--- src/autoAnimTimer.sv ---
// Auto-animation frame divider
// 3-bit tile counter stepped every aaSpeed+1 frames

`default_nettype none

module autoAnimTimer (
	input wire clk24M,
	input wire reset,
	input wire frameEnd,
	input wire [7:0] aaSpeed,
	output logic [2:0] aaCount
);

	// Frames left before the next step
	logic [7:0] frameDiv;

	// Updates on the frameEnd edge itself
	always_ff @(posedge clk24M) begin
		if (reset) begin
			frameDiv <= '0;
			aaCount <= '0;
		end else if (frameEnd) begin
			if (frameDiv == 8'd0) begin
				// Step tile, wraps after 8
				aaCount <= aaCount + 3'd1;
				frameDiv <= aaSpeed;
			end else begin
				frameDiv <= frameDiv - 8'd1;
			end
		end
	end

endmodule

`default_nettype wire

--- config.mk ---
export PLATFORM = sky130hd
export DESIGN_NAME = autoAnimTimer
export DESIGN_NICKNAME = d
export VERILOG_FILES = /design/src/autoAnimTimer.sv
export SDC_FILE = /design/constraint.sdc
export NUM_CORES = 1
export LEC_CHECK = 0
export ABC_AREA = 1
export BUFFER_PORTS_ARGS = -buffer_cell sky130_fd_sc_hd__buf_2
export CAP_MARGIN = 0
export CORE_MARGIN = 2
export CORE_UTILIZATION = 45
export DETAILED_ROUTE_END_ITERATION = 16
export PLACE_DENSITY = 0.63
export SETUP_SLACK_MARGIN = 0.05
export SYNTH_ARGS = -nofsm -noshare
export SYNTH_HDL_FRONTEND = slang
export SYNTH_SLANG_ARGS = --single-unit
--- constraint.sdc ---
create_clock -name clk24M -period 2.95 [get_ports clk24M]
set_input_delay 0.59 -clock clk24M [delete_from_list [all_inputs] [get_ports clk24M]]
set_output_delay 0.59 -clock clk24M [all_outputs]
set_load 0.03 [all_outputs]
Word-level counts from Yosys, hierarchy flattened
Cells that the tools add are included.

word-level totals
  register bits = 11
  input port bits = 11
  output and inout port bits = 3
  word-level logic and storage cells = 7

operators by class
  $add $sub $neg = 2
  mux-type cells = 1
  reduce and logical (&&, ||, !) cells = 2

operators by type and width
  operator             count
  $logic_not 8->1      1
  $mux 8               1
  $sub 8x1->8 const B  1
  $add 3x1->3 const B  1
  $reduce_and 2->1     1

Logic depth before layout (Yosys ltp)
  depth in word-level cells = 2
  depth in mapped cells = 10
  mapped depth without buffers = 10

Least setup slack after synthesis
Ideal clock, no wire load.

  path type = reg-to-reg
  start point = reg frameDiv[0]
  end point = reg aaCount[2]
  setup time = 113 ps
  arrival time = 1175 ps
  required time = 2837 ps
  path slack = 1662 ps
  cell stages (with the launch flop) = 10
  clock period less this slack = 1288 ps
  path through = dfxtp_1 inv_1 ha_1 inv_1 nor3_2 nand2_4 nor2_4 nand2_2 o21ai_1 nor2_1

on the way
  longest elaborated chain between the ends = 2

RTL lines
  what                               line  text
  from (decl)                        15    logic [7:0] frameDiv;
  from (signal assigned)             26    frameDiv <= aaSpeed;
  from (signal assigned)             28    frameDiv <= frameDiv - 8'd1;
  $logic_not 8->1                    23    if (frameDiv == 8'd0) begin
  $reduce_and 2->1 (no source line)  -
  to (signal assigned)               25    aaCount <= aaCount + 3'd1;
  to (decl)                          11    output logic [2:0] aaCount

Every way passes these cells.
A chain may end at the register's enable or synchronous reset.

Worst setup path in the final report
  start point = reg aaCount[0]
  end point = out aaCount[0]

No word-level cell between the ends.

==> impl_results.md <==
* Run status: complete, no violations
* Total Nets Final at 144
* Worst Path Buf+Inv at 1
* Initial antenna violation count at 0
* Final Hold Vio Count at 0
* RSZ-0062 raised after global routing: no
* Clock buffer depth at 2
* Cell Area, Synth at 768 um^2
* Area Growth Syn to Fin at 13.0%
* GPL Wtd Cong at 0.806
* Worst setup path class: register to output port
* Syn nets at 128
* CTS tree: yes
* Setup bufs post-CTS at 0
* Slowest-stage cell, CP: dfxtp_1
* Largest net degree at the start of global routing at 16
* Sequential element share of the synthesized area at 28.7%
* Commonest cells in the netlist: 22 x nand2_1, 14 x inv_1, 13 x a21oi_1, 13 x nor2_1, 11 x dfxtp_1
* Max rail drop VDD at 0.453 mV
* Cell variety after synth at 23
* Fmax at 692 MHz
* Num CTS Buffers at 3
* Worst skew pair latency at 0.27 ns
* H-tree depth at 1
* Max-slew violation count at 0
* Setup Skew at 0.00211 ns
* Hold Path Class: register to register
* Tightest Pin Transition at 0.277 ns
* Clock transition at the registers of the reported paths at 0.07 ns
* MaxCap Viol Count at 0
* Post-CTS sizing at 0
* Post-synth EDFFs at 0
* Critical path arrival at 0.85 ns
* Cell Pwr Density at 919 nW/um^2
* CP max stage delay at 0.37 ns
* Register area at 220 um^2
* Slew Limit Headroom at 81.5%
* Synthesized area per cell at 6.74 um^2
* Ports at 14
* Total Routing Usage GR at 17.6%
* Iteration-0 DRC Markers at 3
* Ys async rst share at 0%
* Final critical-path required period at 1.44 ns
* Lkg Pwr at 0.451 nW
* Startpoint class of the critical path: register
* Initial core utilization at 49.3%
* Number of routed nets with antenna violations at 0
* CP max FO at 3
* Worst slack, placed at 1.52 ns
* Grt total ovfl at 0
* Multi-input gate area at 465 um^2
* Number of global-route vias before repair at 613
* Setup TNS at 0 ns
* Synthesis Warnings at 0
* # rows at 14
* DRC Markers at 0
* Seq cells post-synth at 11
* Antenna cells at 0
* Crit-path cells: buf_2
* Crit. End Element: output port
* Hold buffer count at cts at 0
* Mapped Cells at 114
* Req. time, crit path at 2.36 ns
* Top-count cell post-synth: nand2_1
* Core Region at 1560 um^2
* Yosys top cell by area: dfxtp_1
* Root Driver: clkbuf_4
* Ys flop type: dfxtp_1
* Min setup slack post-route at 1.51 ns
* WL final at 1.55 mm
* Die span in x at 45.3 um
* Via Count at 732
* Die height at 45.3 um
* Pre-antenna DRT Iters at 4
* Hpwl dp at 1.21 mm
* Filler Cells Inserted at 151
* Tcrit/Tclk final at 49.0%
* Full die area at 2050 um^2
* Setup-failing EPs final at 0
* First-pass GRT wire length at 2.61 mm
* Vias/cell at 5.05
* Top-area cell type share of the netlist area at 28.7%
* Port Buf Inserts at 13
* Clk sinks at 11
* Share of cells above drive strength 1 at 26.4%
* WL per Instance at 10.7 um
* CP top delay family: flip-flops
* Ranking of synthesized cells by area: dfxtp_1 29%, nand2_1 11%, a21oi_1 8.5%, inv_1 6.8%, nor2_1 6.4%
through the flow:
stage               std cells  hold WS (ns)  util, %  power [mW]  area, um^2
global route              145         0.545     55.7       0.869         868
global placement          141         0.485     54.0       0.692         842
finish                    145         0.501     55.7       0.798         868
CTS                       145         0.509     55.7       0.808         868
detailed placement        141         0.492     54.0       0.696         842
floorplan                 114         0.488        -       0.614         768
routing by layer:
metal,track usage [%],up-vias,wire [um]
li1,-,394,-
met1,23.1,320,750
met2,28.0,13,725
met3,2.40,5,44
met4,8.82,0,29
met5,0,-,0
sequential cells by signal, indices dropped and copies added, names as in the netlist:
signal	cells
aaCount	3
frameDiv	8
kinds of logic after synthesis:
| kind of cell | count (synthesis) | synth area share (%) |
|---|---|---|
| AOI/OAI and AO/OA | 22 | 15.6 |
| and+or+nand+nor | 56 | 38.9 |
| DFF | 11 | 28.7 |
| buffers and inverters | 21 | 10.7 |
| adders and majority gates | 3 | 4.89 |
| xor gates and xnor gates | 1 | 1.14 |
where the power goes:
| part | switching [mW] | internal (mW) | leakage, nW |
|---|---|---|---|
| Combinational | 0.281 | 0.171 | 0.345 |
| Sequential | 0.0500 | 0.189 | 0.0905 |
| Clock | 0.0541 | 0.0524 | 0.0150 |
| Total | 0.386 | 0.412 | 0.451 |
cell type report:
class | instances | share of cell area, %
Timing Repair Buffer | 13 | 7.49
Clock buffer | 4 | 3.03
Sequential cell | 11 | 25.4
Multi-Input combinational cell | 82 | 53.6
Tap cell | 16 | 2.31
Inverter | 19 | 8.21
cell usage in the layout (no fill, tap or decap):
| master | n |
|---|---|
| nor2_8 | 1 |
| inv_2 | 5 |
| o21ai_0 | 6 |
| clkbuf_4 | 3 |
| nor2_1 | 13 |
| clkbuf_1 | 1 |
| nand2_1 | 22 |
| xnor2_1 | 1 |
| ha_1 | 3 |
| nand2_4 | 2 |
| o21ai_1 | 1 |
| nand3_1 | 8 |
| buf_2 | 13 |
| nor3_2 | 1 |
| o211ai_2 | 1 |
| nand2_2 | 3 |
| dfxtp_1 | 11 |
| o211ai_1 | 1 |
| a21oi_1 | 13 |
| nor2_2 | 1 |
| nand4_1 | 1 |
| nand3_2 | 1 |
| inv_1 | 14 |
| nor2_4 | 3 |
worst register-to-register path: cells and delay by family (launching register included):
family          cells  cell delay (ns)
flops               1             0.32
fa+ha+maj           1             0.21
buf+inv             2             0.17
compound gates      1             0.12
simple gates        5             0.52
path summary, 6_finish.rpt:
kind,from,to,slack [ns],cells past startpoint
hold reg to reg,aaCount[0]$_SDFFE_PP0P_,aaCount[0]$_SDFFE_PP0P_,0.50,2
hold / removal,aaCount[0]$_SDFFE_PP0P_,aaCount[0]$_SDFFE_PP0P_,0.50,2
setup reg to reg,frameDiv[0]$_SDFFE_PP0P_,aaCount[2]$_SDFFE_PP0P_,1.51,9
setup / recovery,aaCount[0]$_SDFFE_PP0P_,aaCount[0],1.51,1
Note: power is estimated with default switching activity, not from simulation.
