<file path="config.mk">
export PLATFORM = sky130hd
export DESIGN_NAME = lspcRegs
export DESIGN_NICKNAME = d
export VERILOG_FILES = /design/src/lspcVideoPkg.sv /design/src/lspcRegPkg.sv /design/src/lspcRegs.sv
export SDC_FILE = /design/constraint.sdc
export NUM_CORES = 1
export LEC_CHECK = 0
export ABC_AREA = 1
export BUFFER_PORTS_ARGS = -buffer_cell sky130_fd_sc_hd__buf_2
export CORE_MARGIN = 5
export CORE_UTILIZATION = 38
export CTS_BUF_LIST = sky130_fd_sc_hd__clkbuf_8 sky130_fd_sc_hd__clkbuf_16
export DETAILED_ROUTE_END_ITERATION = 8
export GPL_TIMING_DRIVEN = 0
export PLACE_DENSITY = 0.87
export SYNTH_ARGS = -nofsm -noshare
export SYNTH_HDL_FRONTEND = slang
export SYNTH_SLANG_ARGS = --single-unit
</file>
<file path="constraint.sdc">
create_clock -name clk24M -period 1.7 [get_ports clk24M]
set_input_delay 0.17 -clock clk24M [delete_from_list [all_inputs] [get_ports clk24M]]
set_output_delay 0.17 -clock clk24M [all_outputs]
set_load 0.03 [all_outputs]
</file>
<file path="src/lspcVideoPkg.sv">
// Video timing constants
// Line length, pixel clock ratio and counter widths
// Raster start lines for both video modes
// Sync and blanking decode points

`default_nettype none

package lspcVideoPkg;

	// Horizontal timing
	localparam int pixelsPerLine = 384;
	localparam int clocksPerPixel = 4;
	localparam int pixelBits = 9;

	// Vertical timing
	localparam int rasterBits = 9;
	localparam int rasterLast = 511;

	// First line after wrap, 264 lines per frame
	localparam int rasterFirstNtsc = 248;
	// First line after wrap, 312 lines per frame
	localparam int rasterFirstPal = 200;

	// hSync active for the first pixels of each line
	localparam int hSyncPixels = 28;

	// Blanked below this line
	localparam int vBlankTopEnd = 272;
	// And again from this line up
	localparam int vBlankBottomStart = 496;

endpackage

`default_nettype wire

</file>
<file path="src/lspcRegPkg.sv">
// CPU view of the video controller registers
// Register word addresses and the CPU data word
// Mode word union with separate write and read layouts
// VRAM zone sizes and zone select bit

`default_nettype none

package lspcRegPkg;

	// Register word address, CPU address bits 2:1
	typedef logic [1:0] regAddrT;

	localparam regAddrT regVramAddr = 2'd0;
	localparam regAddrT regVramRw = 2'd1;
	localparam regAddrT regVramMod = 2'd2;
	localparam regAddrT regLspcMode = 2'd3;

	// 16-bit CPU data bus word
	typedef logic [15:0] cpuWordT;

	// Mode register, layout depends on direction
	typedef union packed {
		// Written by the CPU
		struct packed {
			logic [7:0] aaSpeed;
			// Timer and AA disable bits, not implemented
			logic [7:0] ignored;
		} wr;
		// Read back by the CPU
		struct packed {
			logic [8:0] rasterLine;
			logic [2:0] zero;
			logic       videoModePal;
			logic [2:0] aaCount;
		} rd;
	} lspcModeWordT;

	// Address bit 15 picks the fast (high) zone
	localparam int vramHighBit = 15;

	// Slow VRAM, 32K words
	localparam int vramLowWords = 32768;

	// Fast VRAM, 2K words
	// Only 11 address bits decoded so the zone repeats
	localparam int vramHighWords = 2048;

endpackage

`default_nettype wire
</file>
<file path="src/lspcRegs.sv">
// CPU request and read response handshake
// Modulo and mode registers
// VRAM address and data write strobes
// Read data multiplexer with mode word read view

`default_nettype none

module lspcRegs #(
	parameter logic videoModePal = 1'b0
) (
	input wire clk24M,
	input wire reset,
	input wire cpuReqValid,
	output logic cpuReqReady,
	input wire cpuWrite,
	input wire lspcRegPkg::regAddrT cpuAddr,
	input wire lspcRegPkg::cpuWordT cpuWrData,
	output logic cpuRdValid,
	output lspcRegPkg::cpuWordT cpuRdData,
	input wire busy,
	input wire lspcRegPkg::cpuWordT readLatch,
	input wire [lspcVideoPkg::rasterBits-1:0] rasterCount,
	input wire [2:0] aaCount,
	output logic loadAddr,
	output lspcRegPkg::cpuWordT newAddr,
	output logic writeData,
	output lspcRegPkg::cpuWordT dataWord,
	output lspcRegPkg::cpuWordT modulo,
	output logic [7:0] aaSpeed
);

	import lspcRegPkg::*;

	logic reqAccept;
	logic wrAccept;
	logic rdAccept;

	// Same bits, two decodes
	lspcModeWordT modeWrite;
	lspcModeWordT modeRead;

	cpuWordT rdMux;

	// Stall during VRAM update and the read response cycle
	assign cpuReqReady = !busy && !cpuRdValid;

	assign reqAccept = cpuReqValid && cpuReqReady;
	assign wrAccept = reqAccept && cpuWrite;
	assign rdAccept = reqAccept && !cpuWrite;

	// Strobes to the VRAM unit
	assign loadAddr = wrAccept && (cpuAddr == regVramAddr);
	assign newAddr = cpuWrData;
	assign writeData = wrAccept && (cpuAddr == regVramRw);
	assign dataWord = cpuWrData;

	assign modeWrite = cpuWrData;

	// Status word seen by the CPU
	always_comb begin
		modeRead.rd.rasterLine = rasterCount;
		modeRead.rd.zero = '0;
		modeRead.rd.videoModePal = videoModePal;
		modeRead.rd.aaCount = aaCount;
	end

	// VRAM registers all read back the prefetch latch
	always_comb begin
		case (cpuAddr)
			regLspcMode: rdMux = modeRead;
			default: rdMux = readLatch;
		endcase
	end

	// Modulo and mode registers
	always_ff @(posedge clk24M) begin
		if (reset) begin
			modulo <= '0;
			aaSpeed <= '0;
		end else if (wrAccept) begin
			if (cpuAddr == regVramMod) begin
				modulo <= cpuWrData;
			end
			if (cpuAddr == regLspcMode) begin
				aaSpeed <= modeWrite.wr.aaSpeed;
			end
		end
	end

	// Response one cycle after the read
	always_ff @(posedge clk24M) begin
		if (reset) begin
			cpuRdValid <= 1'b0;
		end else begin
			cpuRdValid <= rdAccept;
		end
	end

	// Response data
	always_ff @(posedge clk24M) begin
		if (rdAccept) begin
			cpuRdData <= rdMux;
		end
	end

endmodule

`default_nettype wire

</file>
* Word level (Yosys, flattened, before mapping) *
Index checks and enable logic that the tools add are counted.

storage, ports and cells
  word-level logic and storage cells = 21
  output and inout bits = 76
  register bits after elaboration = 41

operators by class
  reductions and logical operators = 12
  eq/ne operators = 3
  muxes and demuxes = 1

operators with widths
  kind                count
  $mux 16             1
  $logic_and 1x1->1   6
  $eq 2x2->1 const B  2
  $reduce_and 2->1    2
  $logic_not 1->1     3
  $eq 2x1->1 const B  1
  $logic_not 2->1     1

* Longest topological paths before layout *
Gate-level depths: netlist of run 1.

  word-level depth = 5
  mapped depth = 7
  depth with buffers taken out = 6

* Worst setup path before layout of run 1 *
OpenSTA, ideal clock, no wires.

  kind = flip-flop to flip-flop
  start point = reg cpuRdValid
  end point = reg cpuRdData[0], enable pin
  required time = 1.311 ns
  path buffers = 0
  path slack = -0.250 ns
  arrival = 1.562 ns
  clock period less this slack = 1.950 ns
  stages on the path, launching flop included = 4
  cell sequence = dfxtp_1 nor2_4 nand2_1 nor2_1

on the way
  longest elaborated chain between the ends = 4

ends and longest elaborated chain
  what                    RTL line         text
  start, declared         lspcRegs.sv:18   output logic cpuRdValid,
  start signal, assigned  lspcRegs.sv:95   cpuRdValid <= rdAccept;
  $logic_not 1->1         lspcRegs.sv:45   assign cpuReqReady = !busy && !cpuRdValid;
  $logic_and 1x1->1       lspcRegs.sv:45
  via cpuReqReady         lspcRegs.sv:14   output logic cpuReqReady,
  $logic_and 1x1->1       lspcRegs.sv:47   assign reqAccept = cpuReqValid && cpuReqReady;
  $logic_and 1x1->1       lspcRegs.sv:49   assign rdAccept = reqAccept && !cpuWrite;
  via rdAccept            lspcRegs.sv:36   logic rdAccept;
  end signal, assigned    lspcRegs.sv:102  cpuRdData <= rdMux;
  end, declared           lspcRegs.sv:19   output lspcRegPkg::cpuWordT cpuRdData,

The timed path passes the listed nets, and every way through them passes these cells.
A chain may end at the register's enable or synchronous reset.

* Final worst setup path of run 1 *
  start point = reg cpuRdValid
  end point = out loadAddr

on the way
  longest elaborated chain between the ends = 5

ends and longest elaborated chain
  what               RTL line        text
  $logic_not 1->1    lspcRegs.sv:45
  $logic_and 1x1->1  lspcRegs.sv:45
  $logic_and 1x1->1  lspcRegs.sv:47
  $logic_and 1x1->1  lspcRegs.sv:48  assign wrAccept = reqAccept && cpuWrite;
  $logic_and 1x1->1  lspcRegs.sv:52  assign loadAddr = wrAccept && (cpuAddr == regVramAddr);
  end, declared      lspcRegs.sv:24  output logic loadAddr,

Every way passes these cells.

==> flow_metrics.env, run 1 <==
export IMPL_vias=1934
export IMPL_diodes=0
export IMPL_critical_path_class="flop to primary output"
export IMPL_antenna_found_initial=0
export IMPL_synth_simple_area_share=0.3015
export IMPL_synth_fp_nets=311
export IMPL_slew_headroom=0.6431
export IMPL_grt_max_degree=17
export IMPL_postCtsHoldBufs=0
export IMPL_yosys_top_cells_area="dfxtp_1, edfxtp_1, nand2_1"
export IMPL_max_stage_delay_ps=340
export IMPL_synth_xor_area_frac=0
export IMPL_path_cells="nor2_4 -> nand3_1 -> nor3_2 -> buf_2"
export IMPL_io_pins=127
export IMPL_totalWireLength_mm=5.247
export IMPL_yosysSeqAreaShare=0.4965
export IMPL_drt_pass1_iterations=6
export IMPL_start_util=0.3893
export IMPL_hold_viol_final=0
export IMPL_nNetsFinal=444
export IMPL_synth_top_family_by_area="simple AND/OR/NAND/NOR gates"
export IMPL_clock_root_buffer="clkbuf_8"
export IMPL_wl_per_cell_um=11.31
export IMPL_synth_compound_area_frac=0
export IMPL_tns_ps=0
export IMPL_clock_latency_ps=280
export IMPL_netlist_instances=260
export IMPL_rsz0062_at_grt="false"
export IMPL_coreArea_um2=5075
export IMPL_start_kind="flop"
export IMPL_drive_gt1_frac=0.4492
export IMPL_setup_viol=0
export IMPL_drv_slew=0
export IMPL_vias_per_cell=4.168
export IMPL_maxCapViolations=0
export IMPL_die_h_um=82.11
export IMPL_postLayoutCoreUtil=0.5597
export IMPL_dpl_hpwl_mm=4.228
export IMPL_fmaxAchievable_mhz=700.3
export IMPL_required_ps=1530
export IMPL_fin_crit_sh=0.8399
export IMPL_avgSynthCellArea_um2=7.599
export IMPL_status="finished, final reports clean"
export IMPL_worstPathMaxFanout=5
export IMPL_grt_overflow_total=0
export IMPL_power_density_nw_per_um2=846.1
export IMPL_skew_ps=1.599
export IMPL_synth_seq_cells=41
export IMPL_finalWeightedCongestion=0.6779
export IMPL_cts_clk_slew_worst_paths_ps=80
export IMPL_fin_crit_ps=1428
export IMPL_grtUsageTotal=0.1474
export IMPL_synth_area_mux_share=0
export IMPL_cp_arrival_ps=1260
export IMPL_die_area_um2=6741
export IMPL_final_common_cell="buf_2"
export IMPL_hold_path_class="primary input to flop"
export IMPL_grt_pass1_wl_mm=7.665
export IMPL_postCtsSetupBuffers=0
export IMPL_clock_sinks=41
export IMPL_place_inst=456
export IMPL_cts_buffers=5
export IMPL_grt_pass1_vias=1792
export IMPL_yosysUniqueCellTypes=16
export IMPL_leakage_nw=1.662
export IMPL_drt_iter0_drc=35
export IMPL_cts_tree="built"
export IMPL_ys_warn_count=0
export IMPL_synth_largest_area_cell="dfxtp_1"
export IMPL_cp_slowest_cell="dfxtp_1"
export IMPL_synth_adder_area_share=0
export IMPL_synth_area_um2=1976
export IMPL_die_x_um=82.11
export IMPL_final_cell_count_no_fill=464
export IMPL_post_cts_resized=0
export IMPL_yosys_area_top_type_share=0.2533
export IMPL_portBuffers=126
export IMPL_cts_htree_levels=2
export IMPL_endpoint_kind="primary output"
export IMPL_final_cell_mix="buf_2, nand2_1, nor2_1, buf_4, inv_1"
export IMPL_clock_path_buffers=2
export IMPL_final_antenna_net_count=0
export IMPL_rows=26
export IMPL_area_growth_pct=43.76
export IMPL_drcViolationCount=0
export IMPL_peakVddDrop_v=0.0004689
export IMPL_tightest_slew_ps=535.3
-- per-stage QoR --
| stage | hold slack (ps) | area [um2] | setup WS (ps) | total power [mW] |
|---|---|---|---|---|
| after floorplan | 246.8 | 1988 | 155.5 | 1.356 |
| after global placement | 349.9 | 2706 | 365.1 | 1.505 |
| after detailed placement | 354.2 | 2706 | 323.7 | 1.517 |
| after CTS | 38.51 | 2840 | 237.3 | 2.443 |
| after global routing | 40.76 | 2840 | 172.6 | 2.512 |
| final | 51.34 | 2840 | 272.1 | 2.403 |
-- worst paths after layout --
| check | to | cells after the start | start | slack (ps) |
|---|---|---|---|---|
| setup / recovery | loadAddr | 4 | cpuRdValid | 270 |
| hold / removal | cpuRdValid | 2 | reset | 50 |
| setup reg to reg | cpuRdData[5] | 3 | cpuRdValid | 330 |
| hold reg to reg | aaSpeed[7] | 4 | aaSpeed[7] | 510 |
-- worst max-delay path, delay by kind of cell (launching register included) --
| kind | cells | cell delay [ps] |
|---|---|---|
| buffers and inverters | 1 | 220 |
| DFF | 1 | 340 |
| and+or+nand+nor | 3 | 420 |
-- cell families (layout without fill, tap and decap cells) --
group                  Yosys count  in the layout
buffers and inverters           71            205
flip-flops                      41             41
AND/OR/NAND/NOR                148            148
-- power by group --
group          switching (mW)  leakage, nW  internal [mW]  total [mW]
Clock                   0.331       0.0681          0.583       0.914
Sequential            0.00819        0.351           1.05        1.06
Combinational           0.272         1.24          0.160       0.432
Total                   0.611         1.66           1.79        2.40
-- synth_stat cells (all sizes together) --
cell,n
inv,30
clkinv,1
clkbuf,4
nor3,2
nand4,2
nand3,1
edfxtp,16
dfxtp,25
nor2,56
buf,36
nand2,87
-- area by class of cell --
class | count | area (um2)
Buffer | 40 | 281.5
Inverter | 31 | 117.6
Fill cell | 472 | 2235
Clock buffer | 5 | 68.82
Sequential cell | 41 | 980.9
Timing Repair Buffer | 126 | 630.6
Multi-Input combinational cell | 148 | 608.1
Tap cell | 70 | 87.58
Clock inverter | 3 | 65.06
-- sequential cells by signal, indices dropped and copies added (netlist names) --
register / count
aaSpeed: 8
modulo: 16
cpuRdData: 16
cpuRdValid: 1
-- per-layer routing --
layer,up-vias,track usage,wire length [um]
li1,1002,-,-
met1,829,0.1528,2087
met2,98,0.2803,2469
met3,5,0.05315,648
met4,0,0.03488,42
met5,-,0,0
Power figures use the tool's default switching activity.
==> inputs of run 2 (changes only) <==
ABC_AREA = 0   (was 1)
CORE_UTILIZATION = 42   (was 38)
PLACE_DENSITY = 0.9   (was 0.87)
clock period = 1.4 ns   (was 1.7 ns; I/O delays follow)
==> flow_metrics.env, run 2 <==
export IMPL_synth_edf_count=16
export IMPL_clock_sinks=41
export IMPL_cts_htree_levels=2
export IMPL_cts_clk_slew_worst_paths_ps=70
export IMPL_ys_warn_count=0
export IMPL_fmaxAchievable_mhz=665.5
export IMPL_skew_ps=2.091
export IMPL_reg_top3="cpuRdData (16), modulo (16), aaSpeed (8)"
export IMPL_vias=1703
export IMPL_start_util=0.4272
export IMPL_final_antenna_net_count=0
export IMPL_p_switching_mw=0.6860
export IMPL_synth_adder_area_share=0
export IMPL_grt_max_degree=18
export IMPL_dp_slack_ps=-174.2
export IMPL_die_x_um=79.08
export IMPL_finalWeightedCongestion=0.7235
export IMPL_hold_path_class="primary input to flop"
export IMPL_synth_top_cells_by_count="buf_4, nand2b_1, dfxtp_1"
export IMPL_synth_xor_area_frac=0
export IMPL_yosysSeqAreaShare=0.4894
export IMPL_synth_area_um2=2004
export IMPL_cp_slowest_cell="dfxtp_4"
export IMPL_drive_gt1_frac=0.6113
export IMPL_critical_path_class="flop to primary output"
export IMPL_cts_tree="built"
export IMPL_totalWireLength_mm=5.249
export IMPL_die_area_um2=6254
export IMPL_worst_slack_ps=-102.6
export IMPL_grt_overflow_total=0
export IMPL_rr_worst_depth=4
export IMPL_yosys_area_top_type_share=0.2497
export IMPL_dpl_hpwl_mm=4.072
export IMPL_drt_pass1_iterations=4
export IMPL_fin_crit_ps=1503
export IMPL_peakVddDrop_v=0.0004724
export IMPL_synthArstFlopShare=0
export IMPL_postLayoutCoreUtil=0.6181
export IMPL_min_to="modulo[7]"
export IMPL_rows=25
export IMPL_synth_simple_area_share=0.1798
export IMPL_synth_area_mux_share=0.1473
export IMPL_avgSynthCellArea_um2=11.07
export IMPL_clock_path_buffers=2
export IMPL_place_inst=361
export IMPL_start_kind="flop"
export IMPL_maxCapViolations=0
export IMPL_drt_iter0_drc=55
export IMPL_max_stage_delay_ps=360
export IMPL_portBuffers=126
export IMPL_use_met2=0.3081
export IMPL_antenna_found_initial=0
export IMPL_coreArea_um2=4692
export IMPL_rrSetupSlack_ps=-80
export IMPL_tightest_slew_ps=404.0
export IMPL_drv_slew=0
export IMPL_comb_power_share=0.212
export IMPL_slew_headroom=0.7307
export IMPL_place_area_um2=2731
export IMPL_synthFlopType="dfxtp_1"
export IMPL_tns_ps=-484.6
export IMPL_power_mw=2.525
export IMPL_wl_per_cell_um=14.07
export IMPL_pwr_share_seq=0.504
export IMPL_path_cells="nand4bb_4 -> buf_8 -> nor3b_4 -> buf_6"
export IMPL_violations="negative setup slack"
export IMPL_netlist_instances=181
export IMPL_grt_pass1_vias=1764
export IMPL_drcViolationCount=0
export IMPL_io_pins=127
export IMPL_cp_arrival_ps=1360
export IMPL_cts_buffers=5
export IMPL_required_ps=1260
export IMPL_grt_busiest_layer="met2"
export IMPL_yosys_top_cells_area="dfxtp_1, edfxtp_1, buf_4"
export IMPL_clock_latency_ps=280
export IMPL_r2r_start="cpuRdValid"
export IMPL_die_h_um=79.08
export IMPL_grtUsageTotal=0.1647
export IMPL_final_common_cell="buf_2"
export IMPL_fillers=383
export IMPL_nNetsFinal=369
export IMPL_endpoint_kind="primary output"
export IMPL_setup_viol=9
export IMPL_multiInputGateArea_um2=778.2
export IMPL_hold_viol_final=0
export IMPL_vias_per_cell=4.566
export IMPL_regArea_um2=984.7
export IMPL_crit_reg2reg_capture="modulo[12]"
export IMPL_rsz0062_at_grt="true"
export IMPL_synth_seq_cells=41
export IMPL_grt_pass1_wl_mm=8.107
export IMPL_clock_root_buffer="clkbuf_8"
export IMPL_area_growth_pct=44.69
export IMPL_synth_fp_nets=232
export IMPL_finish_instance_area_um2=2900
export IMPL_final_cell_mix="buf_2, buf_4, nand2b_1, dfxtp_1, edfxtp_1"
export IMPL_swShare=0.2716
export IMPL_clkPwrFrac=0.284
export IMPL_synth_largest_area_cell="dfxtp_1"
export IMPL_met3_usage=0.05669
export IMPL_gr_usage_met1=0.1760
export IMPL_diodes=0
export IMPL_min_delay_start="cpuWrData[7]"
export IMPL_synth_top_family_by_area="simple AND/OR/NAND/NOR gates"
export IMPL_yosysUniqueCellTypes=20
export IMPL_fin_crit_sh=1.073
export IMPL_synth_compound_area_frac=0.03995
export IMPL_whs_path_depth=3
export IMPL_worstPathMaxFanout=4
export IMPL_power_density_nw_per_um2=870.8
export IMPL_leakage_nw=1.408
export IMPL_whs_ps=129.2
export IMPL_status="finished, violations left"
export IMPL_final_cell_count_no_fill=373
export IMPL_internal_power_mw=1.839
export IMPL_postCtsHoldBufs=0
run 2: cell types whose count changed in the layout (fill, tap and decap cells not counted), moves of 4 or more:
cell	change
nand2_1	-85
nor2_1	-53
nand2b_1	+32
inv_1	-29
mux2i_1	+15
o21ai_0	+15
mux2_2	+12
nor2b_1	+9
buf_4	+6
and2_1	+4
buf_2	-4
run 2: critical path, delay by kind of cell, from the launching register on:
kind	cells	cell delay, ps
AND/OR/NAND/NOR	2	410
buffers and inverters	2	310
flip-flops	1	360
run 2: worst max-delay path by stage:
stage | startpoint | end | slack, ps
final | cpuRdValid | writeData | -100
after detailed placement | cpuRdValid | cpuRdData[10] | -170
after floorplan | cpuRdValid | cpuRdData[0] | -30
after CTS | cpuRdValid | writeData | -140
after global routing | cpuRdValid | writeData | -190
after global placement | cpuRdValid | cpuRdData[1] | -130
run 2: final cells by class:
class / instances / share of cell area
plain buffers: 40 / 0.1001
multi-input cells: 98 / 0.2683
clock buffers: 5 / 0.02373
well taps: 54 / 0.02330
flip-flops and latches: 41 / 0.3395
repair buffers: 132 / 0.2403
clock inverters: 3 / 0.004745
run 2: cell families after synthesis:
logic type | Yosys count
buffers and inverters | 42
and+or+nand+nor | 54
DFF | 41
muxes | 28
AOI/OAI and AO/OA | 16
run 2: power groups by stage:
stage                     combinational (mW)  clock [mW]  sequential [mW]
final                                  0.535       0.718             1.27
after global routing                   0.574       0.798             1.28
after detailed placement               0.520           0             1.30
after floorplan                        0.287           0             1.35
after CTS                              0.532       0.742             1.27
after global placement                 0.508           0             1.30
run 2: repair_timing:
| action | in CTS | in global routing |
|---|---|---|
| setup endpoints to repair | 20 | 10 |
| pin swaps | 2 | 0 |
| resized for setup | 6 | 8 |
| buffers inserted | 3 | 3 |
run 2: metal layers:
metal | wire, um | vias up
met1 | 1945 | 772
met5 | 0 | -
met2 | 2772 | 80
met3 | 500 | 4
li1 | - | 847
met4 | 31 | 0
