**src/lspcVideoPkg.sv**
```systemverilog
// Video timing constants
// Line length, pixel clock ratio and counter widths
// Raster start lines for both video modes
// Sync and blanking decode points

`default_nettype none

package lspcVideoPkg;

	// Horizontal timing
	localparam int pixelsPerLine = 384;
	localparam int clocksPerPixel = 4;
	localparam int pixelBits = 9;

	// Vertical timing
	localparam int rasterBits = 9;
	localparam int rasterLast = 511;

	// First line after wrap, 264 lines per frame
	localparam int rasterFirstNtsc = 248;
	// First line after wrap, 312 lines per frame
	localparam int rasterFirstPal = 200;

	// hSync active for the first pixels of each line
	localparam int hSyncPixels = 28;

	// Blanked below this line
	localparam int vBlankTopEnd = 272;
	// And again from this line up
	localparam int vBlankBottomStart = 496;

endpackage

`default_nettype wire

```
**src/videoSync.sv**
```systemverilog
// Pixel clock enable from the 24 MHz clock
// Pixel and raster counters
// Registered hSync and vBlank decodes
// Frame end pulse for the auto-animation timer

`default_nettype none

module videoSync #(
	parameter logic videoModePal = 1'b0
) (
	input wire clk24M,
	input wire reset,
	output logic pixelEn,
	output logic [lspcVideoPkg::rasterBits-1:0] rasterCount,
	output logic frameEnd,
	output logic hSync,
	output logic vBlank
);

	import lspcVideoPkg::*;

	localparam int divBits = $clog2(clocksPerPixel);

	// Line loaded after the last raster line
	localparam logic [rasterBits-1:0] rasterFirst =
		videoModePal ? rasterBits'(rasterFirstPal) : rasterBits'(rasterFirstNtsc);

	logic [divBits-1:0] clkDiv;
	logic [pixelBits-1:0] pixelCount;
	logic lineEnd;

	// One enable per 4 clocks
	assign pixelEn = (clkDiv == divBits'(clocksPerPixel - 1));

	// Last pixel of the line, on its enable
	assign lineEnd = pixelEn && (pixelCount == pixelBits'(pixelsPerLine - 1));

	// Last pixel of line 511
	assign frameEnd = lineEnd && (rasterCount == rasterBits'(rasterLast));

	// Clock divider
	always_ff @(posedge clk24M) begin
		if (reset) begin
			clkDiv <= '0;
		end else begin
			clkDiv <= clkDiv + divBits'(1);
		end
	end

	// Pixel and raster counters
	always_ff @(posedge clk24M) begin
		if (reset) begin
			pixelCount <= '0;
			rasterCount <= rasterFirst;
		end else if (pixelEn) begin
			if (lineEnd) begin
				pixelCount <= '0;
				// Raster wraps to the mode's first line
				if (rasterCount == rasterBits'(rasterLast)) begin
					rasterCount <= rasterFirst;
				end else begin
					rasterCount <= rasterCount + rasterBits'(1);
				end
			end else begin
				pixelCount <= pixelCount + pixelBits'(1);
			end
		end
	end

	// Sync and blank, one clock behind the counters
	always_ff @(posedge clk24M) begin
		if (reset) begin
			hSync <= 1'b1;
			vBlank <= 1'b1;
		end else begin
			hSync <= (pixelCount < pixelBits'(hSyncPixels));
			// Top and bottom borders
			vBlank <= (rasterCount < rasterBits'(vBlankTopEnd)) ||
				(rasterCount >= rasterBits'(vBlankBottomStart));
		end
	end

endmodule

`default_nettype wire

```
**config.mk**
```make
export PLATFORM = sky130hd
export DESIGN_NAME = videoSync
export DESIGN_NICKNAME = d
export VERILOG_FILES = /design/src/lspcVideoPkg.sv /design/src/videoSync.sv
export SDC_FILE = /design/constraint.sdc
export NUM_CORES = 1
export LEC_CHECK = 0
export BUFFER_PORTS_ARGS = -buffer_cell sky130_fd_sc_hd__clkbuf_2
export CORE_ASPECT_RATIO = 1.25
export CORE_MARGIN = 2
export CORE_UTILIZATION = 49
export CTS_BUF_LIST = sky130_fd_sc_hd__clkbuf_16
export DETAILED_ROUTE_END_ITERATION = 10
export GPL_TIMING_DRIVEN = 0
export PLACE_DENSITY = 0.73
export SLEW_MARGIN = 10
export SYNTH_ARGS = -nofsm -noshare
export SYNTH_HDL_FRONTEND = slang
export SYNTH_SLANG_ARGS = --single-unit
```
**constraint.sdc**
```tcl
create_clock -name clk24M -period 2.1 [get_ports clk24M]
set_clock_uncertainty 0.15 [all_clocks]
set_input_delay 0.63 -clock clk24M [delete_from_list [all_inputs] [get_ports clk24M]]
set_output_delay 0.63 -clock clk24M [all_outputs]
set_load 0.005 [all_outputs]
```
== Word level (Yosys, flattened, before mapping) ==
Index checks and enable logic that the tools add are counted.

* Add/sub/neg operators: 3
* Order comparisons: 3
* Equality and inequality tests: 3
* Multiplexer cells: 2
* Reductions and logical operators: 4

{| class="wikitable"
|+ Operators with widths
! kind !! count
|-
| $add A9 B1 Y9 const B || 2
|-
| $eq A9 B9 Y1 const B || 2
|-
| $mux W9 || 2
|-
| $ge A9 B9 Y1 const B || 1
|-
| $lt A9 B5 Y1 const B || 1
|-
| $lt A9 B9 Y1 const B || 1
|-
| $add A2 B1 Y2 const B || 1
|-
| $eq A2 B2 Y1 const B || 1
|-
| $logic_and A1 B1 Y1 || 2
|-
| $reduce_and A2 Y1 || 1
|-
| $logic_or A1 B1 Y1 || 1
|}

* Register bits after elaboration: 22
* Logic and storage cells: 20

== Longest topological paths before layout ==
Gate-level depths: netlist (run 1).

* Depth after elaboration: 3
* Gate-level depth with buffers: 8
* Depth with buffers taken out: 7

== Worst setup path after synthesis (run 1) ==
No wires, ideal clock.

* Path kind: register to output
* Start: register rasterCount[0] in the netlist's numbering
* End: output frameEnd
* Arrival time: 1.513 ns
* Data required time: 1.320 ns
* Setup slack: -0.193 ns
* Stages on the path, launching flop included: 7
* Buffers on the path: 1
* Cell sequence: dfxtp_1 -> ha_1 -> nand4_1 -> nor2_1 -> ha_1 -> clkbuf_1 -> and2_1

* Word-level cells in the longest chain between the ends: 2

{| class="wikitable"
|+ Ends and longest elaborated chain
! element !! line !! text
|-
| start, declared || videoSync.sv:14 || <nowiki>output logic [lspcVideoPkg::rasterBits-1:0] rasterCount,</nowiki>
|-
| start signal, assigned || videoSync.sv:54 || <nowiki>rasterCount <= rasterFirst;</nowiki>
|-
| start signal, assigned || videoSync.sv:60 || <nowiki>rasterCount <= rasterFirst;</nowiki>
|-
| start signal, assigned || videoSync.sv:62 || <nowiki>rasterCount <= rasterCount + rasterBits'(1);</nowiki>
|-
| $eq A9 B9 Y1 || videoSync.sv:39 || <nowiki>assign frameEnd = lineEnd && (rasterCount == rasterBits'(rasterLast));</nowiki>
|-
| $logic_and A1 B1 Y1 || videoSync.sv:39 ||
|-
| end, declared || videoSync.sv:15 || <nowiki>output logic frameEnd,</nowiki>
|}

No other way between the ends.

== Final worst setup path (run 1) ==
* Start: register pixelCount[0]
* End: output frameEnd

* Word-level cells in the longest chain between the ends: 3

{| class="wikitable"
|+ Ends and longest elaborated chain
! element !! line !! text
|-
| start, declared || videoSync.sv:29 || <nowiki>logic [pixelBits-1:0] pixelCount;</nowiki>
|-
| start signal, assigned || videoSync.sv:65 || <nowiki>pixelCount <= pixelCount + pixelBits'(1);</nowiki>
|-
| $eq A9 B9 Y1 || videoSync.sv:36 || <nowiki>assign lineEnd = pixelEn && (pixelCount == pixelBits'(pixelsPerLine - 1));</nowiki>
|-
| $logic_and A1 B1 Y1 || videoSync.sv:36 ||
|-
| $logic_and A1 B1 Y1 || videoSync.sv:39 ||
|}

No other way between the ends.

==> flow_metrics.py, run 1 <==
metrics = {
    "route": {
        "drtIter0Drc": 17,
        "antenna_left": 0,
        "dr.pass1.iters": 4,
        "wire_per_inst_um": 15.2,
        "wl_um": 2610,
        "via_per_inst": 5.82,
        "remaining_drc_errors": 0,
        "vias": 995,
    },
    "floorplanning": {
        "start_util_pct": 52.1,
        "die_w_um": 45.1,
        "die_area_um2": 2490,
        "die_y_um": 55.3,
        "rows": 18,
        "io_pins": 15,
        "core_region_area_um2": 1980,
    },
    "synth": {
        "synth_area_um2": 1030,
        "ys_ff_latch": 22,
        "synth_cells": 117,
        "synth_top_cell_area_share_pct": 42.6,
        "synthMostInstantiatedCell": "dfxtp_1",
        "ys_seq_area_share_pct": 42.6,
        "yosysUniqueCellTypes": 31,
        "yosys_warnings": 0,
        "synthFlopType": "dfxtp_1",
        "netlist_top_cells_area": "dfxtp_1 43%, ha_1 6.1%, a21oi_1 5.8%",
        "syn-num-nets": 124,
        "synth_edf_count": 0,
        "async_flop_share_pct": 0,
        "avgSynthCellArea_um2": 8.83,
        "netlist_top_cells_count": "22 x dfxtp_1, 12 x a21oi_1, 8 x nand2_1, 8 x nor3_1, 7 x nor2_1",
        "yosysTopAreaCell": "dfxtp_1",
    },
    "sta": {
        "min_period_over_period_pct": 110,
        "rsz0062_at_grt": "true",
        "setup_viol": 1,
        "relSlewSlack_pct": 70.3,
        "fmax_ghz": 0.432,
        "finalSetupTns_ns": -0.216,
        "hold_viol_final": 0,
        "final.setup.worst_slack_ns": -0.216,
        "period_needed_ns": 2.32,
        "finalMaxSlewViolations": 0,
        "tightest_slew_ns": 0.445,
    },
    "power": {
        "cellLeakagePower_nw": 0.592,
        "p_sw_uw": 169,
        "pwr-share-seq_pct": 49.8,
        "p_sw_share_pct": 19.8,
        "clkPwrFrac_pct": 47.2,
        "p_comb_share_pct": 2.9,
        "p_int_uw": 685,
        "power_density_nw_per_um2": 597,
        "peakVddDrop_uv": 523,
    },
    "setup_path": {
        "worst_r2r_path_depth": 6,
        "cp-end-kind": "primary output",
        "r2r-start": "pixelCount[0]",
        "slowest_delay_ns": 0.38,
        "critical-path-slowest-cell": "dfxtp_2",
        "start_kind": "flop",
        "rrSetupSlack_ns": 0.09,
        "path_max_fanout": 5,
        "required_ns": 1.32,
        "path_class": "reg2out",
        "timing.rr.end": "rasterCount[2]",
        "crit_buf_inv": 2,
        "worstPathCellList": "ha_4 -> nand4_1 -> nor3_2 -> clkbuf_8 -> and2_4 -> buf_6",
        "cp_top_family": "simple AND/OR/NAND/NOR gates",
        "worstPathArrival_ns": 1.54,
    },
    "hold_path": {
        "hold_end": "clkDiv[0]",
        "min_from": "clkDiv[0]",
        "hold_path.class": "reg2reg",
        "min_path_cells": 1,
    },
    "layout": {
        "fin_nets": 160,
        "antenna_cells": 0,
        "stdcell_area_um2": 1430,
        "area_delta_synth_final_pct": 38.4,
        "drive_above_1_share_pct": 39.1,
    },
    "clocking": {
        "cts.clk_slew.worst_paths_ns": 0.06,
        "clock-sinks": 22,
        "cts_made_buffers": 3,
        "cts_tree": "yes",
        "cts_hold_buf": 0,
        "cts-htree-levels": 1,
        "clock_path_buffers": 2,
        "cts-root-buf": "clkbuf_16",
        "worstSkewPairLatency_ns": 0.26,
    },
    "global_route": {
        "grt_antenna_before_repair": 0,
        "grt_max_degree": 12,
        "first_global_vias": 972,
        "grt_pass1_wl_um": 4020,
        "grt_remaining_overflow": 0,
        "grt_usage_pct": 21.6,
    },
    "job": {
        "drv_cap": 0,
    },
    "placement": {
        "dp_hpwl_um": 1390,
        "placedInstanceArea_um2": 1150,
        "port_buffers": 14,
        "routabilityCongestion": 0.778,
    },
    "status": {
        "violations": "setup timing",
        "status": "complete, but fails checks",
    },
}
[worst max path at each step]
stage / from / endpoint / slack [ns] / cells after the start
5_1_grt: pixelCount[0] / frameEnd / -0.27 / 6
4_1_cts: rasterCount[0] / frameEnd / -0.23 / 7
3_5_place_dp: rasterCount[0] / frameEnd / -0.26 / 7
2_1_floorplan: rasterCount[0] / frameEnd / 0.004 / 6
6_report: pixelCount[0] / frameEnd / -0.22 / 6
3_3_place_gp: rasterCount[0] / frameEnd / -0.21 / 7
[metal layers]
layer,vias up,routed length [um],global-route usage (%)
met3,11,97,3.59
met4,0,107,16.0
met1,454,1050,24.5
met2,37,1350,34.3
met5,-,0,0
li1,493,-,-
[stage by stage]
step | worst slack (ns) | hold slack (ns) | total power, mW | cells | utilization (%)
2_1_floorplan | 0.00423 | 0.249 | 0.448 | 117 | -
3_3_place_gp | -0.206 | 0.259 | 0.454 | 151 | 57.8
3_5_place_dp | -0.256 | 0.261 | 0.456 | 151 | 57.8
4_1_cts | -0.233 | 0.249 | 0.853 | 169 | 69.9
5_1_grt | -0.274 | 0.310 | 0.875 | 171 | 72.2
6_report | -0.216 | 0.285 | 0.853 | 171 | 72.2
[logic make-up (layout without fill, tap and decap cells)]
family / after synthesis / count (layout) / synth area share [%]
AND/OR/NAND/NOR: 50 / 50 / 27.5
AO/OA/AOI/OAI: 26 / 26 / 15.7
flip-flops: 22 / 22 / 42.6
buffers and inverters: 8 / 42 / 3.03
XOR/XNOR: 6 / 6 / 5.09
adder cells (fa/ha/maj): 5 / 5 / 6.05
[cells in the final DEF, fill, tap and decap left out, types with 2 or more instances in the layout]
cell       count
a31o_2         2
o21ai_0        3
clkbuf_1       2
nand3_1        3
o21bai_1       6
nor4_1         3
nand2_1        8
a21oi_1       12
nand2b_1       3
dfxtp_4        2
nand3b_1       3
xnor2_1        3
nor3_1         7
clkbuf_16      3
dfxtp_1       13
nor2_1         6
ha_4           3
clkbuf_2      13
nand4_1        5
inv_1          2
xor2_1         3
dfxtp_2        7
buf_4         19
[power groups by stage]
stage	logic [mW]	clock network, mW	registers (mW)
2_1_floorplan	0.0150	0	0.433
3_3_place_gp	0.0206	0	0.434
3_5_place_dp	0.0219	0	0.434
4_1_cts	0.0254	0.404	0.423
5_1_grt	0.0291	0.420	0.425
6_report	0.0250	0.403	0.425
[state kept, by name, summed over array words and instances (netlist names)]
name,count
pixelCount,9
rasterCount,9
clkDiv,2
hSync,1
vBlank,1
[cell type report]
class                   count  area, um2
clock buffers               3       75.1
repair buffers             33        219
multi-input cells          87        618
well taps                  20       25.0
fillers                   148        552
inverters                   2       7.51
plain buffers               4       28.8
flip-flops and latches     22        457
[what timing repair did]
action | in CTS | in global routing
pin swaps | 6 | 4
resized for setup | 17 | 8
endpoints found under the setup margin | 5 | 5
hold endpoints to repair | 0 | 0
buffers inserted | 15 | 4
Power figures use the tool's default switching activity.
==> run 2: changes to the inputs <==
Settings changed: CORE_MARGIN 2 to 5.
==> run 2 against run 1 <==
  * Critical path type unchanged
  * Hold slack worse by 0.00072 ns
  * Largest cell class unchanged
  * The run still ends with setup timing left
  * Non-clock buffer count down 1
  * Combinational power down 4%
  * Highest routed layer unchanged
  * Final cell count down 0.58%
  * Clock power down 3%
  * Die area up 26%
==> flow_metrics.py, run 2 (same netlist as run 1, synthesis figures left out) <==
metrics = {
    "sta": {
        "tightest_slew_ns": 0.437,
        "period_needed_ns": 2.34,
        "min_period_over_period_pct": 111,
        "finalSetupTns_ns": -0.239,
        "relSlewSlack_pct": 70.9,
        "rsz0062_at_grt": "true",
        "final.setup.worst_slack_ns": -0.239,
        "hold_slack_ns": 0.285,
        "fmax_ghz": 0.427,
        "hold_viol_final": 0,
        "setup_viol": 1,
        "finalMaxSlewViolations": 0,
    },
    "clocking": {
        "cts-root-buf": "clkbuf_16",
        "cts.clk_slew.worst_paths_ns": 0.06,
        "clock_path_buffers": 2,
        "cts_tree": "yes",
        "cts_made_buffers": 3,
        "clock-sinks": 22,
        "cts-htree-levels": 1,
        "cts_hold_buf": 0,
        "worstSkewPairLatency_ns": 0.25,
    },
    "layout": {
        "area_delta_synth_final_pct": 37.0,
        "antenna_cells": 0,
        "reg.largest.list": "pixelCount: 9 flops, rasterCount: 9 flops, clkDiv: 2 flops",
        "mostFrequentLayoutCell": "buf_4",
        "final_cell_mix": "18 x buf_4, 15 x dfxtp_1, 14 x clkbuf_2",
        "fin_nets": 159,
        "drive_above_1_share_pct": 36.7,
    },
    "setup_path": {
        "path_max_fanout": 3,
        "path_class": "reg2out",
        "required_ns": 1.32,
        "worstPathArrival_ns": 1.56,
        "cp-end-kind": "primary output",
        "start_kind": "flop",
        "r2r-start": "pixelCount[1]",
        "worst_r2r_path_depth": 5,
        "timing.rr.end": "rasterCount[2]",
        "rrSetupSlack_ns": 0.11,
    },
    "floorplanning": {
        "io_pins": 15,
        "core_region_area_um2": 2000,
        "rows": 18,
        "die_y_um": 61.3,
        "die_w_um": 51.1,
        "die_area_um2": 3130,
        "start_util_pct": 51.6,
    },
    "route": {
        "wl_um": 2450,
        "wire_per_inst_um": 14.4,
        "antenna_left": 0,
        "via_per_inst": 5.78,
        "vias": 983,
        "dr.pass1.iters": 4,
        "drtIter0Drc": 15,
        "remaining_drc_errors": 0,
    },
    "status": {
        "status": "complete, but fails checks",
        "violations": "setup timing",
    },
    "power": {
        "power_density_nw_per_um2": 593,
        "cellLeakagePower_nw": 0.590,
        "p_total_uw": 840,
        "peakVddDrop_uv": 439,
    },
    "hold_path": {
        "min_path_cells": 1,
        "min_from": "clkDiv[0]",
        "hold_end": "clkDiv[0]",
        "hold_path.class": "reg2reg",
    },
    "global_route": {
        "grt_remaining_overflow": 0,
        "grt_max_degree": 12,
        "grt_usage_pct": 17.6,
        "first_global_vias": 993,
        "grt_pass1_wl_um": 4220,
        "grt_antenna_before_repair": 0,
    },
    "placement": {
        "dp_hpwl_um": 1500,
        "place_worst_setup_slack_ns": -0.248,
        "routabilityCongestion": 0.832,
        "port_buffers": 14,
    },
    "job": {
        "drv_cap": 0,
    },
}
[run 2: cell type report]
| cell class | instances | area [um2] |
|---|---|---|
| plain buffers | 4 | 26.3 |
| clock buffers | 3 | 75.1 |
| fillers | 161 | 588 |
| inverters | 2 | 7.51 |
| multi-input cells | 87 | 612 |
| flip-flops and latches | 22 | 459 |
| well taps | 20 | 25.0 |
| repair buffers | 32 | 211 |
[run 2: power breakdown]
part / leakage [nW] / switching [mW] / total [mW] / internal, mW
logic: 0.372 / 0.0122 / 0.0240 / 0.0118
registers: 0.181 / 0.00468 / 0.423 / 0.419
clock network: 0.0370 / 0.141 / 0.392 / 0.251
total: 0.590 / 0.158 / 0.840 / 0.682
[run 2: worst max-delay path by stage]
stage / start / end
detailed placement: rasterCount[0] / frameEnd
floorplan: rasterCount[0] / frameEnd
global route: pixelCount[0] / frameEnd
CTS: rasterCount[0] / frameEnd
global placement: rasterCount[0] / frameEnd
finish: pixelCount[1] / frameEnd
[run 2: routing by layer]
| metal | up-vias | track usage (%) | share of wire (%) |
|---|---|---|---|
| met3 | 2 | 2.91 | 2.8 |
| met4 | 0 | 7.31 | 0.69 |
| met2 | 18 | 34.8 | 53 |
| met5 | - | 0 | 0 |
| li1 | 490 | - | - |
| met1 | 473 | 18.2 | 44 |
[run 2: per-stage QoR]
step	cells	area (um2)	util, %
final	170	1420	70.7
after global placement	151	1150	57.2
after floorplan	117	1050	-
after global routing	170	1420	70.7
after CTS	168	1380	68.9
after detailed placement	151	1150	57.2
[run 2: critical path: stages (launching register included)]
cell and delay [ns]:
dfxtp_4 0.37, ha_4 0.14, nand4_1 0.18, nor3_2 0.25
clkbuf_8 0.16, and2_4 0.13, buf_6 0.08
[run 2: timing repair]
item	CTS	global route
buffers inserted	14	4
pin swaps	5	7
gates cloned	0	0
gates resized for setup	14	10
setup endpoints to repair	5	6
==> run 3: changes to the inputs <==
--- a/config.mk
+++ b/config.mk
@@ -14,3 +14,3 @@
 export GPL_TIMING_DRIVEN = 0
-export PLACE_DENSITY = 0.73
+export PLACE_DENSITY = 0.79
 export SLEW_MARGIN = 10
==> constraint.sdc (replaced) <==
create_clock -name clk24M -period 2.1 [get_ports clk24M]
set_clock_uncertainty 0.15 [all_clocks]
set_input_delay 0.105 -clock clk24M [delete_from_list [all_inputs] [get_ports clk24M]]
set_output_delay 0.105 -clock clk24M [all_outputs]
set_load 0.005 [all_outputs]
==> run 3 against run 2 <==
  * Critical endpoint is now rasterCount[6]
  * Via count shrank 3.8%
  * Final cell count is 7.6% lower
  * Highest routed layer unchanged
  * Register-to-register slack got worse by 0.05 ns
  * Routed wire length fell by 1.1%
  * Die area unchanged
  * Fmax increased by 15%
  * Sequential cell count unchanged
  * The flow now finishes without violations
==> flow_metrics.py, run 3 (same netlist as run 1, synthesis figures left out) <==
metrics = {
    "status": {
        "status": "completed",
    },
    "floorplanning": {
        "io_pins": 15,
        "start_util_pct": 51.6,
        "die_y_um": 61.3,
        "core_region_area_um2": 2000,
        "die_area_um2": 3130,
        "die_w_um": 51.1,
        "rows": 18,
    },
    "sta": {
        "setup_viol": 0,
        "finalMaxSlewViolations": 0,
        "relSlewSlack_pct": 68.2,
        "hold_viol_final": 0,
        "fmax_ghz": 0.490,
        "tightest_slew_ns": 0.477,
        "min_period_over_period_pct": 97.2,
        "period_needed_ns": 2.04,
        "finalSetupTns_ns": 0,
        "hold_slack_ns": 0.274,
    },
    "power": {
        "cellLeakagePower_nw": 0.513,
        "power_density_nw_per_um2": 662,
        "p_total_uw": 850,
        "peakVddDrop_uv": 408,
    },
    "layout": {
        "mostFrequentLayoutCell": "dfxtp_1",
        "area_delta_synth_final_pct": 24.3,
        "antenna_cells": 0,
        "final_core_util_pct": 64.1,
        "fin_nets": 146,
        "nFillCells": 166,
        "final_cell_mix": "20 x dfxtp_1, 15 x clkbuf_2, 11 x a21oi_1",
        "reg.largest.list": "pixelCount: 9 flops, rasterCount: 9 flops, clkDiv: 2 flops",
        "multi_input_area_um2": 601,
        "drive_above_1_share_pct": 27.0,
        "regArea_um2": 443,
    },
    "clocking": {
        "cts.clk_slew.worst_paths_ns": 0.06,
        "worstSkewPairLatency_ns": 0.26,
        "cts_made_buffers": 3,
        "clock-sinks": 22,
        "clock_path_buffers": 2,
        "cts-root-buf": "clkbuf_16",
        "cts-htree-levels": 1,
        "cts_tree": "yes",
    },
    "hold_path": {
        "hold_path.class": "reg2reg",
        "min_from": "clkDiv[0]",
    },
    "route": {
        "dr.pass1.iters": 4,
        "antenna_left": 0,
        "via_per_inst": 6.03,
        "remaining_drc_errors": 0,
        "wl_um": 2420,
        "vias": 946,
        "wire_per_inst_um": 15.4,
        "drtIter0Drc": 15,
    },
    "setup_path": {
        "rrSetupSlack_ns": 0.06,
        "endpoint": "rasterCount[6]",
        "worstPathArrival_ns": 2.03,
        "path_class": "reg2reg",
        "path_max_fanout": 10,
        "worst_r2r_path_depth": 7,
        "r2r-start": "clkDiv[0]",
        "start_kind": "flop",
        "timing.rr.end": "rasterCount[6]",
        "cp-end-kind": "flop",
        "required_ns": 2.08,
        "worstSetupStartpoint": "clkDiv[0]",
    },
    "job": {
        "drv_cap": 0,
    },
    "global_route": {
        "first_global_vias": 931,
        "grt_antenna_before_repair": 0,
        "grt_pass1_wl_um": 3870,
        "grt_max_degree": 12,
        "grt_usage_pct": 16.9,
        "grt_remaining_overflow": 0,
    },
    "placement": {
        "routabilityCongestion": 0.816,
        "dp_hpwl_um": 1590,
        "port_buffers": 14,
    },
}
==> run 3: power by group <==
group / internal [mW] / switching [mW] / leakage (nW)
clock: 0.252 / 0.148 / 0.0370
sequential: 0.422 / 0.00305 / 0.179
combinational: 0.0121 / 0.0132 / 0.297
==> run 3: timing repair <==
| action | 4_1_cts | 5_1_grt |
|---|---|---|
| hold buffers | 1 | 0 |
| endpoints found under the setup margin | 7 | 6 |
| hold endpoints to repair | 2 | 0 |
| resized for setup | 6 | 12 |
| pin swaps | 0 | 2 |
| setup buffers | 0 | 3 |
==> run 3: critical path, cell delays in order, from the launching register on <==
cell      delay (ns)
dfxtp_1         0.33
ha_2            0.19
buf_6           0.12
nand4_1         0.16
or3_4           0.40
clkbuf_2        0.22
nor4_1          0.25
o21bai_1        0.10
==> run 3: worst min path at each step <==
stage,depth (start not counted),slack (ns),end
2_1_floorplan,1,0.03,clkDiv[1]
3_3_place_gp,2,0.16,clkDiv[1]
3_5_place_dp,2,0.18,pixelCount[2]
4_1_cts,1,0.27,clkDiv[0]
5_1_grt,1,0.29,clkDiv[0]
6_report,1,0.27,clkDiv[0]
==> run 3: area by class of cell <==
cell class,instances,area share [%]
Multi-Input combinational cell,87,46.7
Sequential cell,22,34.5
Timing Repair Buffer,18,7.98
Clock buffer,3,5.84
Buffer,5,2.43
Tap cell,20,1.95
Inverter,2,0.584
==> run 3: stage by stage <==
step                instance area [um2]  setup slack, ns  std cells
floorplan                          1030            0.142        117
global placement                   1130         -0.00853        151
detailed placement                 1130          -0.0519        151
CTS                                1230           0.0111        154
global route                       1280          -0.0558        157
finish                             1280           0.0585        157
==> run 3: routing by layer <==
metal / track usage [%] / up-vias / part of all wire (%)
met5: 0 / - / 0
met4: 15.4 / 0 / 2.8
met3: 3.87 / 7 / 3.6
met1: 16.5 / 448 / 42
met2: 29.8 / 22 / 52
li1: - / 469 / -
